--- src/source/pool_cfg.svh ---
`ifndef POOL_CFG_SVH
`define POOL_CFG_SVH

// pixels per input column
`define POOL_LANES 24

// bits per pixel
`define POOL_PIX_W 8

// column counter, wide enough for any col value
`define POOL_COL_W 16

`endif

--- src/source/pool_ctrl_pkg.sv ---
package pool_ctrl_pkg;

    // column control FSM
    typedef enum logic {
        IDLE,   // waiting for a frame to start
        RUN     // columns of a pooling frame arriving
    } ctrl_state_t;

endpackage

--- src/source/pool_data_pkg.sv ---
`include "pool_cfg.svh"

package pool_data_pkg;

    // single feature-map pixel
    typedef logic [`POOL_PIX_W-1:0] pix_t;

    typedef logic [`POOL_LANES*`POOL_PIX_W-1:0] col_vec_t;       // full input column

    // result after row-pair reduction, half the lanes
    typedef logic [(`POOL_LANES/2)*`POOL_PIX_W-1:0] pool_vec_t;

    typedef logic [`POOL_COL_W-1:0] col_cnt_t;                   // columns per frame

endpackage

--- src/source/pool_stage_if.sv ---
`timescale 1ns/1ps

interface pool_stage_if;

    pool_data_pkg::col_vec_t col_data;  // registered column
    logic col_valid;                    // column accepted this cycle
    logic pair_done;                    // column closes a pair (or is the lone last one)
    logic frame_last;                   // last column of the frame
    logic active;                       // level, pooling frame in progress

    modport ctrl (
        output col_data,
        output col_valid,
        output pair_done,
        output frame_last,
        output active
    );

    modport core (
        input col_data,
        input col_valid,
        input pair_done,
        input frame_last,
        input active
    );

endinterface

--- src/source/max_pool_core.sv ---
`timescale 1ns/1ps
`include "pool_cfg.svh"

module max_pool_core (
    input  logic                     clk,
    input  logic                     rst_n,
    pool_stage_if.core               stage,
    output pool_data_pkg::pool_vec_t pool_data,
    output logic                     pool_valid,
    output logic                     pool_last
);

    localparam int PAIRS = `POOL_LANES / 2;
    localparam int PW    = `POOL_PIX_W;

    function automatic pool_data_pkg::pix_t max_pix(
        input pool_data_pkg::pix_t a,
        input pool_data_pkg::pix_t b
    );
        return (a > b) ? a : b;
    endfunction

    pool_data_pkg::pool_vec_t vert_next;
    pool_data_pkg::pool_vec_t vert_max;     // stage one result
    pool_data_pkg::pool_vec_t held_vec;     // first column of a pair
    pool_data_pkg::pool_vec_t horiz;
    logic v_valid;
    logic v_pair;
    logic v_last;
    logic v_active;
    logic held;                             // held_vec is waiting for its partner

    always_comb
    begin
        for (int i = 0; i < PAIRS; i++)
        begin
            vert_next[i*PW +: PW] = max_pix(stage.col_data[2*i*PW +: PW],
                                            stage.col_data[(2*i+1)*PW +: PW]);
            horiz[i*PW +: PW] = max_pix(held_vec[i*PW +: PW], vert_max[i*PW +: PW]);
        end
    end

    always_ff @(posedge clk)
    begin
        if (!rst_n)
        begin
            v_valid    <= 1'b0;
            v_pair     <= 1'b0;
            v_last     <= 1'b0;
            v_active   <= 1'b0;
            held       <= 1'b0;
            pool_valid <= 1'b0;
            pool_last  <= 1'b0;
        end
        else
        begin
            v_valid    <= stage.col_valid;
            v_pair     <= stage.col_valid && stage.pair_done;
            v_last     <= stage.col_valid && stage.frame_last;
            v_active   <= stage.active;
            pool_valid <= v_valid && v_pair;
            pool_last  <= v_valid && v_last;
            if (v_valid)
            begin
                held <= !v_pair;
            end
            else if (!v_active)
            begin
                held <= 1'b0;   // drop any stale half pair between frames
            end
        end
    end

    always_ff @(posedge clk)
    begin
        if (stage.col_valid)
        begin
            vert_max <= vert_next;
        end
        if (v_valid && !v_pair)
        begin
            held_vec <= vert_max;
        end
        if (v_valid && v_pair)
        begin
            pool_data <= held ? horiz : vert_max;   // lone odd column passes alone
        end
    end

    // the frame's last result always closes a pair
    a_last_valid: assert property (
        @(posedge clk) disable iff (!rst_n)
        pool_last |-> pool_valid
    ) else $error("pool_last without pool_valid");

endmodule

--- src/source/pool_col_ctrl.sv ---
`timescale 1ns/1ps

module pool_col_ctrl (
    input  logic                    clk,
    input  logic                    rst_n,
    input  logic                    pool_en,
    input  logic                    valid_in,
    input  pool_data_pkg::col_vec_t data_in,
    input  pool_data_pkg::col_cnt_t col,
    pool_stage_if.ctrl              stage
);

    pool_ctrl_pkg::ctrl_state_t state;
    pool_data_pkg::col_cnt_t    cnt;        // index of the next accepted column
    logic                       valid_d;
    logic                       start;
    logic                       accept;
    logic                       last;

    // a frame only starts on a rising valid_in, so columns past col
    // are dropped until valid_in has gone low again
    assign start  = pool_en && valid_in && !valid_d && (state == pool_ctrl_pkg::IDLE);
    assign accept = start || ((state == pool_ctrl_pkg::RUN) && valid_in);
    assign last   = (cnt == col - pool_data_pkg::col_cnt_t'(1));

    always_ff @(posedge clk)
    begin
        if (!rst_n)
        begin
            state            <= pool_ctrl_pkg::IDLE;
            cnt              <= '0;
            valid_d          <= 1'b0;
            stage.col_valid  <= 1'b0;
            stage.pair_done  <= 1'b0;
            stage.frame_last <= 1'b0;
            stage.active     <= 1'b0;
        end
        else
        begin
            valid_d          <= valid_in;
            stage.col_valid  <= accept;
            stage.pair_done  <= accept && (cnt[0] || last);   // odd index or lone tail
            stage.frame_last <= accept && last;
            stage.active     <= accept || (state == pool_ctrl_pkg::RUN);
            if (accept)
            begin
                if (last)
                begin
                    cnt   <= '0;
                    state <= pool_ctrl_pkg::IDLE;
                end
                else
                begin
                    cnt   <= cnt + pool_data_pkg::col_cnt_t'(1);
                    state <= pool_ctrl_pkg::RUN;
                end
            end
        end
    end

    // column payload
    always_ff @(posedge clk)
    begin
        if (accept)
        begin
            stage.col_data <= data_in;
        end
    end

    // a zero column count would never reach frame_last
    a_col_nonzero: assert property (
        @(posedge clk) disable iff (!rst_n)
        start |-> (col != '0)
    ) else $error("pool frame started with col == 0");

endmodule

--- src/source/pool_layer_top.sv ---
`timescale 1ns/1ps

module pool_layer_top (
    input  logic                    clk,
    input  logic                    rst_n,
    input  logic                    pool_en,
    input  logic                    layer1,
    input  logic                    valid_in,
    input  pool_data_pkg::col_vec_t data_in,
    input  pool_data_pkg::col_cnt_t col,
    output pool_data_pkg::col_vec_t data_out,
    output logic                    valid_out,
    output logic                    pool_end
);

    pool_stage_if stage_if ();

    pool_data_pkg::pool_vec_t pool_data;
    logic pool_valid;
    logic pool_last;

    pool_col_ctrl pool_col_ctrl_i (
        .clk      (clk),
        .rst_n    (rst_n),
        .pool_en  (pool_en),
        .valid_in (valid_in),
        .data_in  (data_in),
        .col      (col),
        .stage    (stage_if.ctrl)
    );

    max_pool_core max_pool_core_i (
        .clk        (clk),
        .rst_n      (rst_n),
        .stage      (stage_if.core),
        .pool_data  (pool_data),
        .pool_valid (pool_valid),
        .pool_last  (pool_last)
    );

    pool_out_stage pool_out_stage_i (
        .clk        (clk),
        .rst_n      (rst_n),
        .pool_en    (pool_en),
        .layer1     (layer1),
        .valid_in   (valid_in),
        .data_in    (data_in),
        .pool_data  (pool_data),
        .pool_valid (pool_valid),
        .pool_last  (pool_last),
        .data_out   (data_out),
        .valid_out  (valid_out),
        .pool_end   (pool_end)
    );

endmodule

--- src/source/pool_out_stage.sv ---
`timescale 1ns/1ps
`include "pool_cfg.svh"

module pool_out_stage (
    input  logic                     clk,
    input  logic                     rst_n,
    input  logic                     pool_en,
    input  logic                     layer1,
    input  logic                     valid_in,
    input  pool_data_pkg::col_vec_t  data_in,
    input  pool_data_pkg::pool_vec_t pool_data,
    input  logic                     pool_valid,
    input  logic                     pool_last,
    output pool_data_pkg::col_vec_t  data_out,
    output logic                     valid_out,
    output logic                     pool_end
);

    localparam int PW     = `POOL_PIX_W;
    localparam int COL_W  = `POOL_LANES * PW;
    localparam int POOL_W = (`POOL_LANES / 2) * PW;
    localparam int KEEP_W = (`POOL_LANES / 4) * PW;    // lanes 0..5 for the 12-row case

    pool_data_pkg::pool_vec_t pool_masked;
    logic valid_d;
    logic bypass_end;

    always_comb
    begin
        pool_masked = pool_data;
        if (!layer1)
        begin
            pool_masked[POOL_W-1:KEEP_W] = '0;
        end
    end

    assign bypass_end = valid_d && !valid_in;   // first idle cycle after a frame

    always_ff @(posedge clk)
    begin
        if (!rst_n)
        begin
            valid_d   <= 1'b0;
            valid_out <= 1'b0;
            pool_end  <= 1'b0;
        end
        else
        begin
            valid_d   <= valid_in;
            valid_out <= pool_valid || (!pool_en && valid_in);
            pool_end  <= pool_last || (!pool_en && bypass_end);
        end
    end

    always_ff @(posedge clk)
    begin
        if (pool_en || pool_valid)
        begin
            data_out <= {{(COL_W-POOL_W){1'b0}}, pool_masked};
        end
        else
        begin
            data_out <= data_in;
        end
    end

    // pooled results only come out of a pooling frame
    a_no_pool_in_bypass: assert property (
        @(posedge clk) disable iff (!rst_n)
        pool_valid |-> pool_en
    ) else $error("pooled valid while pool_en is low");

    a_out_known: assert property (
        @(posedge clk) disable iff (!rst_n)
        !$isunknown({valid_out, pool_end})
    ) else $error("valid_out or pool_end unknown after reset");

endmodule

--- config.mk ---
export PLATFORM = sky130hd
export DESIGN_NAME = pool_layer_top
export DESIGN_NICKNAME = d
export VERILOG_FILES = /design/src/source/pool_ctrl_pkg.sv /design/src/source/pool_data_pkg.sv /design/src/source/pool_stage_if.sv /design/src/source/max_pool_core.sv /design/src/source/pool_col_ctrl.sv /design/src/source/pool_layer_top.sv /design/src/source/pool_out_stage.sv
export VERILOG_INCLUDE_DIRS = /design/src /design/src/source
export SDC_FILE = /design/constraint.sdc
export NUM_CORES = 1
export LEC_CHECK = 0
export BUFFER_PORTS_ARGS = -buffer_cell sky130_fd_sc_hd__buf_2
export CORE_ASPECT_RATIO = 2
export CORE_MARGIN = 4
export CORE_UTILIZATION = 59
export CTS_BUF_LIST = sky130_fd_sc_hd__clkbuf_4 sky130_fd_sc_hd__clkbuf_8
export DETAILED_ROUTE_END_ITERATION = 10
export GPL_TIMING_DRIVEN = 0
export PLACE_DENSITY_LB_ADDON = 0.2
export SETUP_SLACK_MARGIN = 0.1
export SLEW_MARGIN = 10
export SYNTH_ARGS = -nofsm -noshare
export SYNTH_HDL_FRONTEND = slang
export SYNTH_SLANG_ARGS = --single-unit
--- constraint.sdc ---
create_clock -name clk -period 8.45 [get_ports clk]
set_input_delay 1.69 -clock clk [delete_from_list [all_inputs] [get_ports clk]]
set_output_delay 1.69 -clock clk [all_outputs]
set_load 0.01 [all_outputs]
### After elaboration in Yosys (flattened, before gate mapping)

Index checks and enable logic that the tools add are counted.

| storage, ports and cells | value |
|---|---|
| bits of input ports | 213 |
| output and inout port bits | 194 |
| register bits | 703 |
| logic and storage cells | 106 |

| cells by class | value |
|---|---|
| bitwise gates (word level) | 1 |
| equality and inequality tests | 2 |
| $lt $le $gt $ge | 24 |
| $add $sub $neg | 2 |
| reductions and logical operators | 24 |
| mux-type cells | 31 |

Operators by type and width:

| kind | number |
|---|---|
| $gt A8 B8 Y1 | 24 |
| $mux W8 | 24 |
| $mux W96 | 2 |
| $mux W48 | 1 |
| $add A16 B1 Y16 const B | 1 |
| $eq A16 B16 Y1 | 1 |
| $mux W16 | 1 |
| $sub A16 B1 Y16 const B | 1 |
| $logic_and A1 B1 Y1 | 14 |
| $logic_or A1 B1 Y1 | 6 |
| $logic_not A1 Y1 | 4 |
| $mux W1 | 3 |
| $ne A2 B1 Y1 const B | 1 |
| $not A1 Y1 | 1 |

### Longest topological paths before layout

Gate-level depths: netlist of run 1.

| logic depth | value |
|---|---|
| depth in word-level cells | 5 |
| depth in mapped cells | 9 |
| gate-level depth less buffers | 8 |

### Cells and area by module

Synthesis of run 1 repeated with hierarchy kept, for this count alone.

| unflattened totals | value |
|---|---|
| cell total of the unflattened synthesis | 2069 |
| area, all modules | 29608.4 µm² |

By module, submodules not included:

| module | area each (µm²) | seq. area each (µm²) | cells an instance | times used |
|---|---|---|---|---|
| max_pool_core | 16116.7 | 8788.4 | 1156 | 1 |
| pool_col_ctrl | 7322.0 | 6206.0 | 386 | 1 |
| pool_out_stage | 6169.7 | 3903.7 | 527 | 1 |

### Worst setup path before layout of run 1

Ideal clock, no wire load.

| timing path | value |
|---|---|
| kind | input port to flip-flop |
| start | in pool_en |
| end | reg pool_col_ctrl_i.cnt[0] |
| stages on the path | 5 |
| data required time | 8364 ps |
| data arrival time | 6823 ps |
| library setup time | 86 ps |
| buffers on the path | 0 |
| setup slack | 1541 ps |
| path through | nor2b_1 o21ai_0 inv_1 o311ai_0 a21boi_0 |

| between the ends | value |
|---|---|
| word-level cells in the longest chain between the ends | 4 |

Ends and longest elaborated chain:

| item | RTL line | text |
|---|---|---|
| start, declared | pool_layer_top.sv:6 | `input logic pool_en,` |
| $logic_and A1 B1 Y1 (3 in a row) | pool_col_ctrl.sv:22 | `assign start = pool_en && valid_in && !valid_d && (state == pool_ctrl_pkg::IDLE);` |
| $logic_or A1 B1 Y1 | pool_col_ctrl.sv:23 | `assign accept = start \|\| ((state == pool_ctrl_pkg::RUN) && valid_in);` |
| named net pool_col_ctrl_i.accept | pool_col_ctrl.sv:17 | `logic accept;` |
| end signal, assigned | pool_col_ctrl.sv:54 | `cnt <= cnt + pool_data_pkg::col_cnt_t'(1);` |
| end, declared | pool_col_ctrl.sv:14 | `pool_data_pkg::col_cnt_t cnt;` |

The timed path passes the listed nets, and every way through them passes these cells.
A chain may end at the register's enable or synchronous reset.

### Worst setup path in the final report of run 1

| timing path | value |
|---|---|
| start | in pool_en |
| end | reg pool_out_stage_i.data_out[42] |

| between the ends | value |
|---|---|
| word-level cells in the longest chain between the ends | 2 |

Ends and longest elaborated chain:

| item | RTL line | text |
|---|---|---|
| $logic_or A1 B1 Y1 | pool_out_stage.sv:57 | `if (pool_en \|\| pool_valid)` |
| $mux W96 | pool_out_stage.sv:57 |  |
| end signal, assigned | pool_out_stage.sv:59 | `data_out <= {{(COL_W-POOL_W){1'b0}}, pool_masked};` |
| end signal, assigned | pool_out_stage.sv:63 | `data_out <= data_in;` |
| end, declared | pool_out_stage.sv:14 | `output pool_data_pkg::col_vec_t data_out,` |

Every way passes these cells.

==> results_dict.tcl, run 1 <==
set metrics [dict create \
    status "finished, final reports clean" \
    nets 2996 \
    start_util_pct 59.79 \
    post_cts_buffers 0 \
    avgViaCountPerCell 5.322 \
    grt_pass1_wl_mm 98.41 \
    regToRegStartpoint "max_pool_core_i.pool_valid$_SDFF_PN0_" \
    grt_max_degree 108 \
    crit_type "input pin to flop" \
    drc 0 \
    die_height_um 321.5 \
    synth-async-reset-ratio_pct 0 \
    place_area_um2 31990 \
    crit_fanout 10 \
    dp_cells 3130 \
    cts_buffers 95 \
    worstPathRequired_ps 8990 \
    n_fill_cell 3383 \
    r2r_cells 4 \
    htreeDepth 3 \
    syn-num-nets 2489 \
    clock-sinks 703 \
    cts_root_buffer "clkbuf_8" \
    cellPowerDensity_nw_per_um2 214.4 \
    slew_viol_final 0 \
    fin_crit_ps 3883 \
    setup_violations 0 \
    crit_path_end_kind "flop" \
    synthFlopType "edfxtp_1" \
    rsz0062_at_grt "no" \
    synth.yosys.seq_area_share_pct 65.10 \
    final_cells 3317 \
    post-route-period-util_pct 45.95 \
    rows 114 \
    synth_cell_type_count 47 \
    cts_buffer_depth 3 \
    synth_edf_count 480 \
    grt_use_total_pct 24.10 \
    antenna_found_initial 14 \
    gp_congestion 0.8719 \
    utilization_pct 70.47 \
    port_buffers 404 \
    timing.setup.tns_ps 0 \
    post_cts_resized 0 \
    grt_pass1_vias 19230 \
    synth_area_per_cell_um2 13.93 \
    ys_warn_count 0 \
    hold_viol 0 \
    synth_top_area_share_pct 49.71 \
    leakage_nw 14.09 \
    peakVddDrop_uv 187.9 \
    cap_violations 0 \
    critPathLaunchType "input pin" \
    r2r-end "pool_out_stage_i.data_out[42]$_DFF_P_" \
    hpwl_mm 48.09 \
    synth.largest_area_cell "edfxtp_1" \
    overflow 0 \
    drive_gt1_share_pct 31.75 \
    ys_ff_latch 703 \
    max_freq_mhz 257.5 \
    ctsHoldBuffers 0 \
    critPathCapture "pool_out_stage_i.data_out[42]$_DFF_P_" \
    clk_latency_ps 670 \
    fin_ws_ps 4567 \
    coreArea_um2 48500 \
    wirelength_mm 63.67 \
    cts_tree "done" \
    finalPower_mw 7.328 \
    regToRegSetupSlack_ps 5430 \
    critPathLaunch "pool_en" \
    dieArea_um2 52970 \
    synthTopCellsByArea "edfxtp_1, dfxtp_1, mux2_2" \
    relSlewSlack_pct 10.28 \
    holdWs_ps 448.1 \
    worstPathArrival_ps 4420 \
    postSynthCellCount 2082 \
    post-place-ws_ps 3838 \
    min_from "pool_col_ctrl_i.stage.active$_SDFF_PN0_" \
    drtAntennaViolNets 0 \
    cts.clk_slew.worst_paths_ps 60 \
    design_area_um2 34180 \
    hold_path_class "flop to flop" \
    area_growth_pct 17.86 \
    worst_pin_slew_ps 1346 \
    vias 17650 \
    drtIter0Drc 927 \
    wire_per_inst_um 19.19 \
    die_w_um 164.8 \
    dr.pass1.iters 5 \
    syn_area_um2 29000 \
    clock_skew_ps 32.48 \
    io_pins 407 \
]
==> registers in the layout, indices dropped and copies added (netlist names), 16 cells and up <==
| register | count |
|---|---|
| pool_out_stage_i.data_out | 192 |
| max_pool_core_i.pool_data | 96 |
| pool_col_ctrl_i.stage.col_data | 192 |
| pool_col_ctrl_i.cnt | 16 |
| max_pool_core_i.held_vec | 96 |
| max_pool_core_i.vert_max | 96 |
==> cells by family (layout without fill, tap and decap cells) <==
| kind of cell | Yosys count | count (layout) | share of synthesized area (%) |
|---|---|---|---|
| flops | 703 | 703 | 65.10 |
| simple gates | 403 | 403 | 7.585 |
| buf+inv | 287 | 876 | 3.767 |
| mux | 240 | 240 | 9.320 |
| compound gates | 223 | 223 | 4.889 |
| fa+ha+maj | 194 | 194 | 8.371 |
| xor+xnor | 32 | 32 | 0.9665 |
| other cells | 0 | 8 | 0 |
==> synth_stat cells, drive strengths merged, types with 2 or more instances <==
| master | instances |
|---|---|
| nand2b | 28 |
| o211ai | 5 |
| ha | 194 |
| or4 | 3 |
| nand3 | 3 |
| a21oi | 51 |
| o21ai | 100 |
| buf | 6 |
| xnor2 | 22 |
| o21a | 29 |
| nor2b | 52 |
| nor2 | 22 |
| a21boi | 2 |
| clkbuf | 59 |
| o41ai | 2 |
| mux2 | 240 |
| nand4 | 54 |
| o22a | 12 |
| nand2 | 109 |
| nor3 | 11 |
| edfxtp | 480 |
| nor4 | 5 |
| a2111oi | 2 |
| inv | 222 |
| o311ai | 2 |
| and2 | 102 |
| xor2 | 10 |
| and3 | 5 |
| o221a | 12 |
| dfxtp | 223 |
| or3 | 4 |
==> layout by cell type (no fill, tap or decap), drive strengths merged, types with 8 or more instances in the layout <==
cell type / synthesis / layout
buf: 6 / 416
o221a: 12 / 12
nor2b: 52 / 52
clkinv: 0 / 24
clkbuf: 59 / 201
o21a: 29 / 29
xor2: 10 / 10
nor2: 22 / 22
o22a: 12 / 12
and2: 102 / 102
ha: 194 / 194
a21oi: 51 / 51
nand2: 109 / 109
diode: 0 / 8
o21ai: 100 / 100
nand2b: 28 / 28
mux2: 240 / 240
xnor2: 22 / 22
nor3: 11 / 11
inv: 222 / 223
nand4: 54 / 54
edfxtp: 480 / 480
dfxtp: 223 / 223
==> report_power, final <==
part	switching [mW]	leakage, nW	internal, mW
Sequential	0.0692	6.28	3.84
Clock	1.25	1.14	1.58
Combinational	0.318	6.67	0.267
==> layer usage <==
layer	part of all wire [%]	GRT usage (%)	vias to the layer above
met5	0.13	0	-
met4	4.0	11.10	12
met3	6.7	5.647	149
met2	55	45.61	527
met1	35	24.48	8490
li1	-	-	8476
==> how the worst min path moves through the flow <==
stage                                                   to  cells after the start
floorplan              max_pool_core_i.v_active$_SDFF_PN0_                      1
global placement       max_pool_core_i.v_active$_SDFF_PN0_                      1
detailed placement     max_pool_core_i.v_active$_SDFF_PN0_                      1
CTS                    max_pool_core_i.v_active$_SDFF_PN0_                      1
global route        max_pool_core_i.held_vec[37]$_DFFE_PP_                      0
finish                 max_pool_core_i.v_active$_SDFF_PN0_                      1
==> cell type report <==
| type | count | area [um2] | area share, % |
|---|---|---|---|
| tap | 638 | 798.3 | 2.336 |
| multi-input combinational | 1092 | 9037 | 26.44 |
| clock inverter | 37 | 376.6 | 1.102 |
| clock buffer | 142 | 1792 | 5.242 |
| timing repair buffer | 410 | 2172 | 6.355 |
| sequential | 703 | 18880 | 55.25 |
| inverter | 222 | 840.8 | 2.460 |
| buffer | 65 | 259.0 | 0.7578 |
| antenna | 8 | 20.02 | 0.05857 |
==> worst max-delay path, cell delays in order <==
cell      delay, ps
buf_2           120
nor2_1          510
clkbuf_1       1050
clkbuf_1        620
mux2_2          420
Power figures use the tool's default switching activity.
==> run 2: changes to the inputs <==
CORE_UTILIZATION = 54   (was 59)
clock period = 3.35 ns   (was 8.45 ns; I/O delays follow)
==> results_dict.tcl, run 2 (same netlist as run 1, synthesis figures left out) <==
set metrics [dict create \
    hold_viol 0 \
    coreArea_um2 52860 \
    wire_per_inst_um 19.24 \
    drc 0 \
    rsz0062_at_grt "no" \
    die_w_um 171.9 \
    cts.clk_slew.worst_paths_ps 70 \
    cellPowerDensity_nw_per_um2 534.6 \
    post_cts_buffers 0 \
    p_sw_mw 4.142 \
    final_common_cell "edfxtp_1" \
    drtIter0Drc 898 \
    top_regs "pool_col_ctrl_i.stage.col_data (192), pool_out_stage_i.data_out (192)" \
    crit_path_end_kind "flop" \
    clkPwrFrac_pct 38.0 \
    leakage_nw 14.09 \
    port_buffers 404 \
    fin_crit_ps 2827 \
    htreeDepth 3 \
    post_cts_resized 0 \
    nets 3001 \
    cpPeakStageDelay_ps 860 \
    grt_max_degree 53 \
    cpLargestDelayFamily "buffers and inverters" \
    grt_pass1_vias 19110 \
    clk_latency_ps 670 \
    timing.setup.tns_ps 0 \
    crit_chain "clkbuf_1, o221a_2, clkbuf_1, mux2_2" \
    dieArea_um2 57700 \
    cap_violations 0 \
    dr.pass1.iters 5 \
    io_pins 407 \
    seq_power_share_pct 53.9 \
    peakVddDrop_uv 479.6 \
    critPathLaunchType "flop" \
    worstPathRequired_ps 3770 \
    drtAntennaViolNets 0 \
    antenna_found_initial 7 \
    slew_viol_final 0 \
    die_height_um 335.7 \
    path_common_cell "clkbuf_1" \
    cts_buffers 94 \
    clock-sinks 703 \
    switching_share_pct 22.64 \
    hold_path_class "input pin to flop" \
    finalPower_mw 18.29 \
    crit_fanout 10 \
    cts_root_buffer "clkbuf_8" \
    vias 17780 \
    wirelength_mm 64.35 \
    grt_util_met3_pct 5.207 \
    drive_gt1_share_pct 31.90 \
    avgViaCountPerCell 5.317 \
    cts_buffer_depth 3 \
    mostFrequentLayoutCells "edfxtp_1, buf_2, mux2_2" \
    hpwl_mm 49.01 \
    setup_violations 0 \
    max_freq_mhz 353.7 \
    n_fill_cell 3974 \
    cts_tree "done" \
    grt_use_met1_pct 22.82 \
    overflow 0 \
    area_growth_pct 18.00 \
    utilization_pct 64.74 \
    post-route-period-util_pct 84.39 \
    crit_type "flop to flop" \
    busiest_layer "met2" \
    rows 119 \
    internal-power_mw 14.15 \
    ctsHoldBuffers 0 \
    pwr-share-comb_pct 8.2 \
    grt_pass1_wl_mm 98.79 \
    relSlewSlack_pct 26.07 \
    clock_skew_ps 18.92 \
    gp_congestion 0.8906 \
    worst_pin_slew_ps 1109 \
    use_met2_pct 41.94 \
    grt_use_total_pct 22.02 \
    status "finished, final reports clean" \
    critPathBufInv 2 \
    worstPathArrival_ps 3250 \
    start_util_pct 54.86 \
    crit_slowest_cell "clkbuf_1" \
]
-- run 2: changes by cell type in the layout (fill, tap and decap cells not counted), sizes merged --
cell    previous run  this run
inv              223       222
buf              416       422
bufinv             7         6
clkbuf           201       198
diode              8         5
clkinv            24        26
-- run 2: path summary, 6_finish.rpt --
| check | from | endpoint | slack (ps) | cells past startpoint |
|---|---|---|---|---|
| worst min register to register | max_pool_core_i.pool_data[42]$_DFFE_PP_ | pool_out_stage_i.data_out[42]$_DFF_P_ | 470 | 1 |
| worst max-delay path | max_pool_core_i.held$_SDFFE_PN0P_ | max_pool_core_i.pool_data[79]$_DFFE_PP_ | 520 | 4 |
| worst max register to register | max_pool_core_i.held$_SDFFE_PN0P_ | max_pool_core_i.pool_data[79]$_DFFE_PP_ | 520 | 4 |
| worst min-delay path | data_in[116] | pool_col_ctrl_i.stage.col_data[116]$_DFFE_PP_ | 180 | 1 |
-- run 2: final cells by class --
cell class              instances  area (um2)  share of cell area (%)
clock buffers                 139        1725                   5.042
inverters                     222       837.1                   2.446
well taps                     665       832.0                   2.432
flip-flops and latches        703       18880                   55.18
plain buffers                  65       259.0                  0.7569
repair buffers                416        2272                   6.640
clock inverters                37       341.6                  0.9982
multi-input cells            1092        9056                   26.47
diodes                          5       12.51                 0.03657
-- run 2: per-stage QoR --
step / std cells / hold slack, ps / setup slack, ps / cell area, um2
global placement: 3151 / 428.6 / -2725 / 31880
detailed placement: 3163 / 448.3 / -7.770 / 32140
floorplan: 2082 / 411.9 / -1095 / 29030
global route: 3342 / 136.1 / 417.3 / 34210
CTS: 3339 / 118.7 / 438.3 / 34210
finish: 3344 / 177.0 / 522.9 / 34220
-- run 2: power groups by stage --
stage	sequential, mW	combinational, mW	clock [mW]
4_1_cts	9.86	1.51	7.14
3_3_place_gp	10.1	1.41	0
3_5_place_dp	10.0	1.50	0
5_1_grt	9.89	1.66	7.51
6_report	9.86	1.49	6.95
2_1_floorplan	10.1	0.802	0
-- run 2: routing by layer --
layer	up-vias	part of all wire, %
met3	133	6.2
li1	8466	-
met5	-	0.045
met2	541	54
met4	6	3.4
met1	8635	36
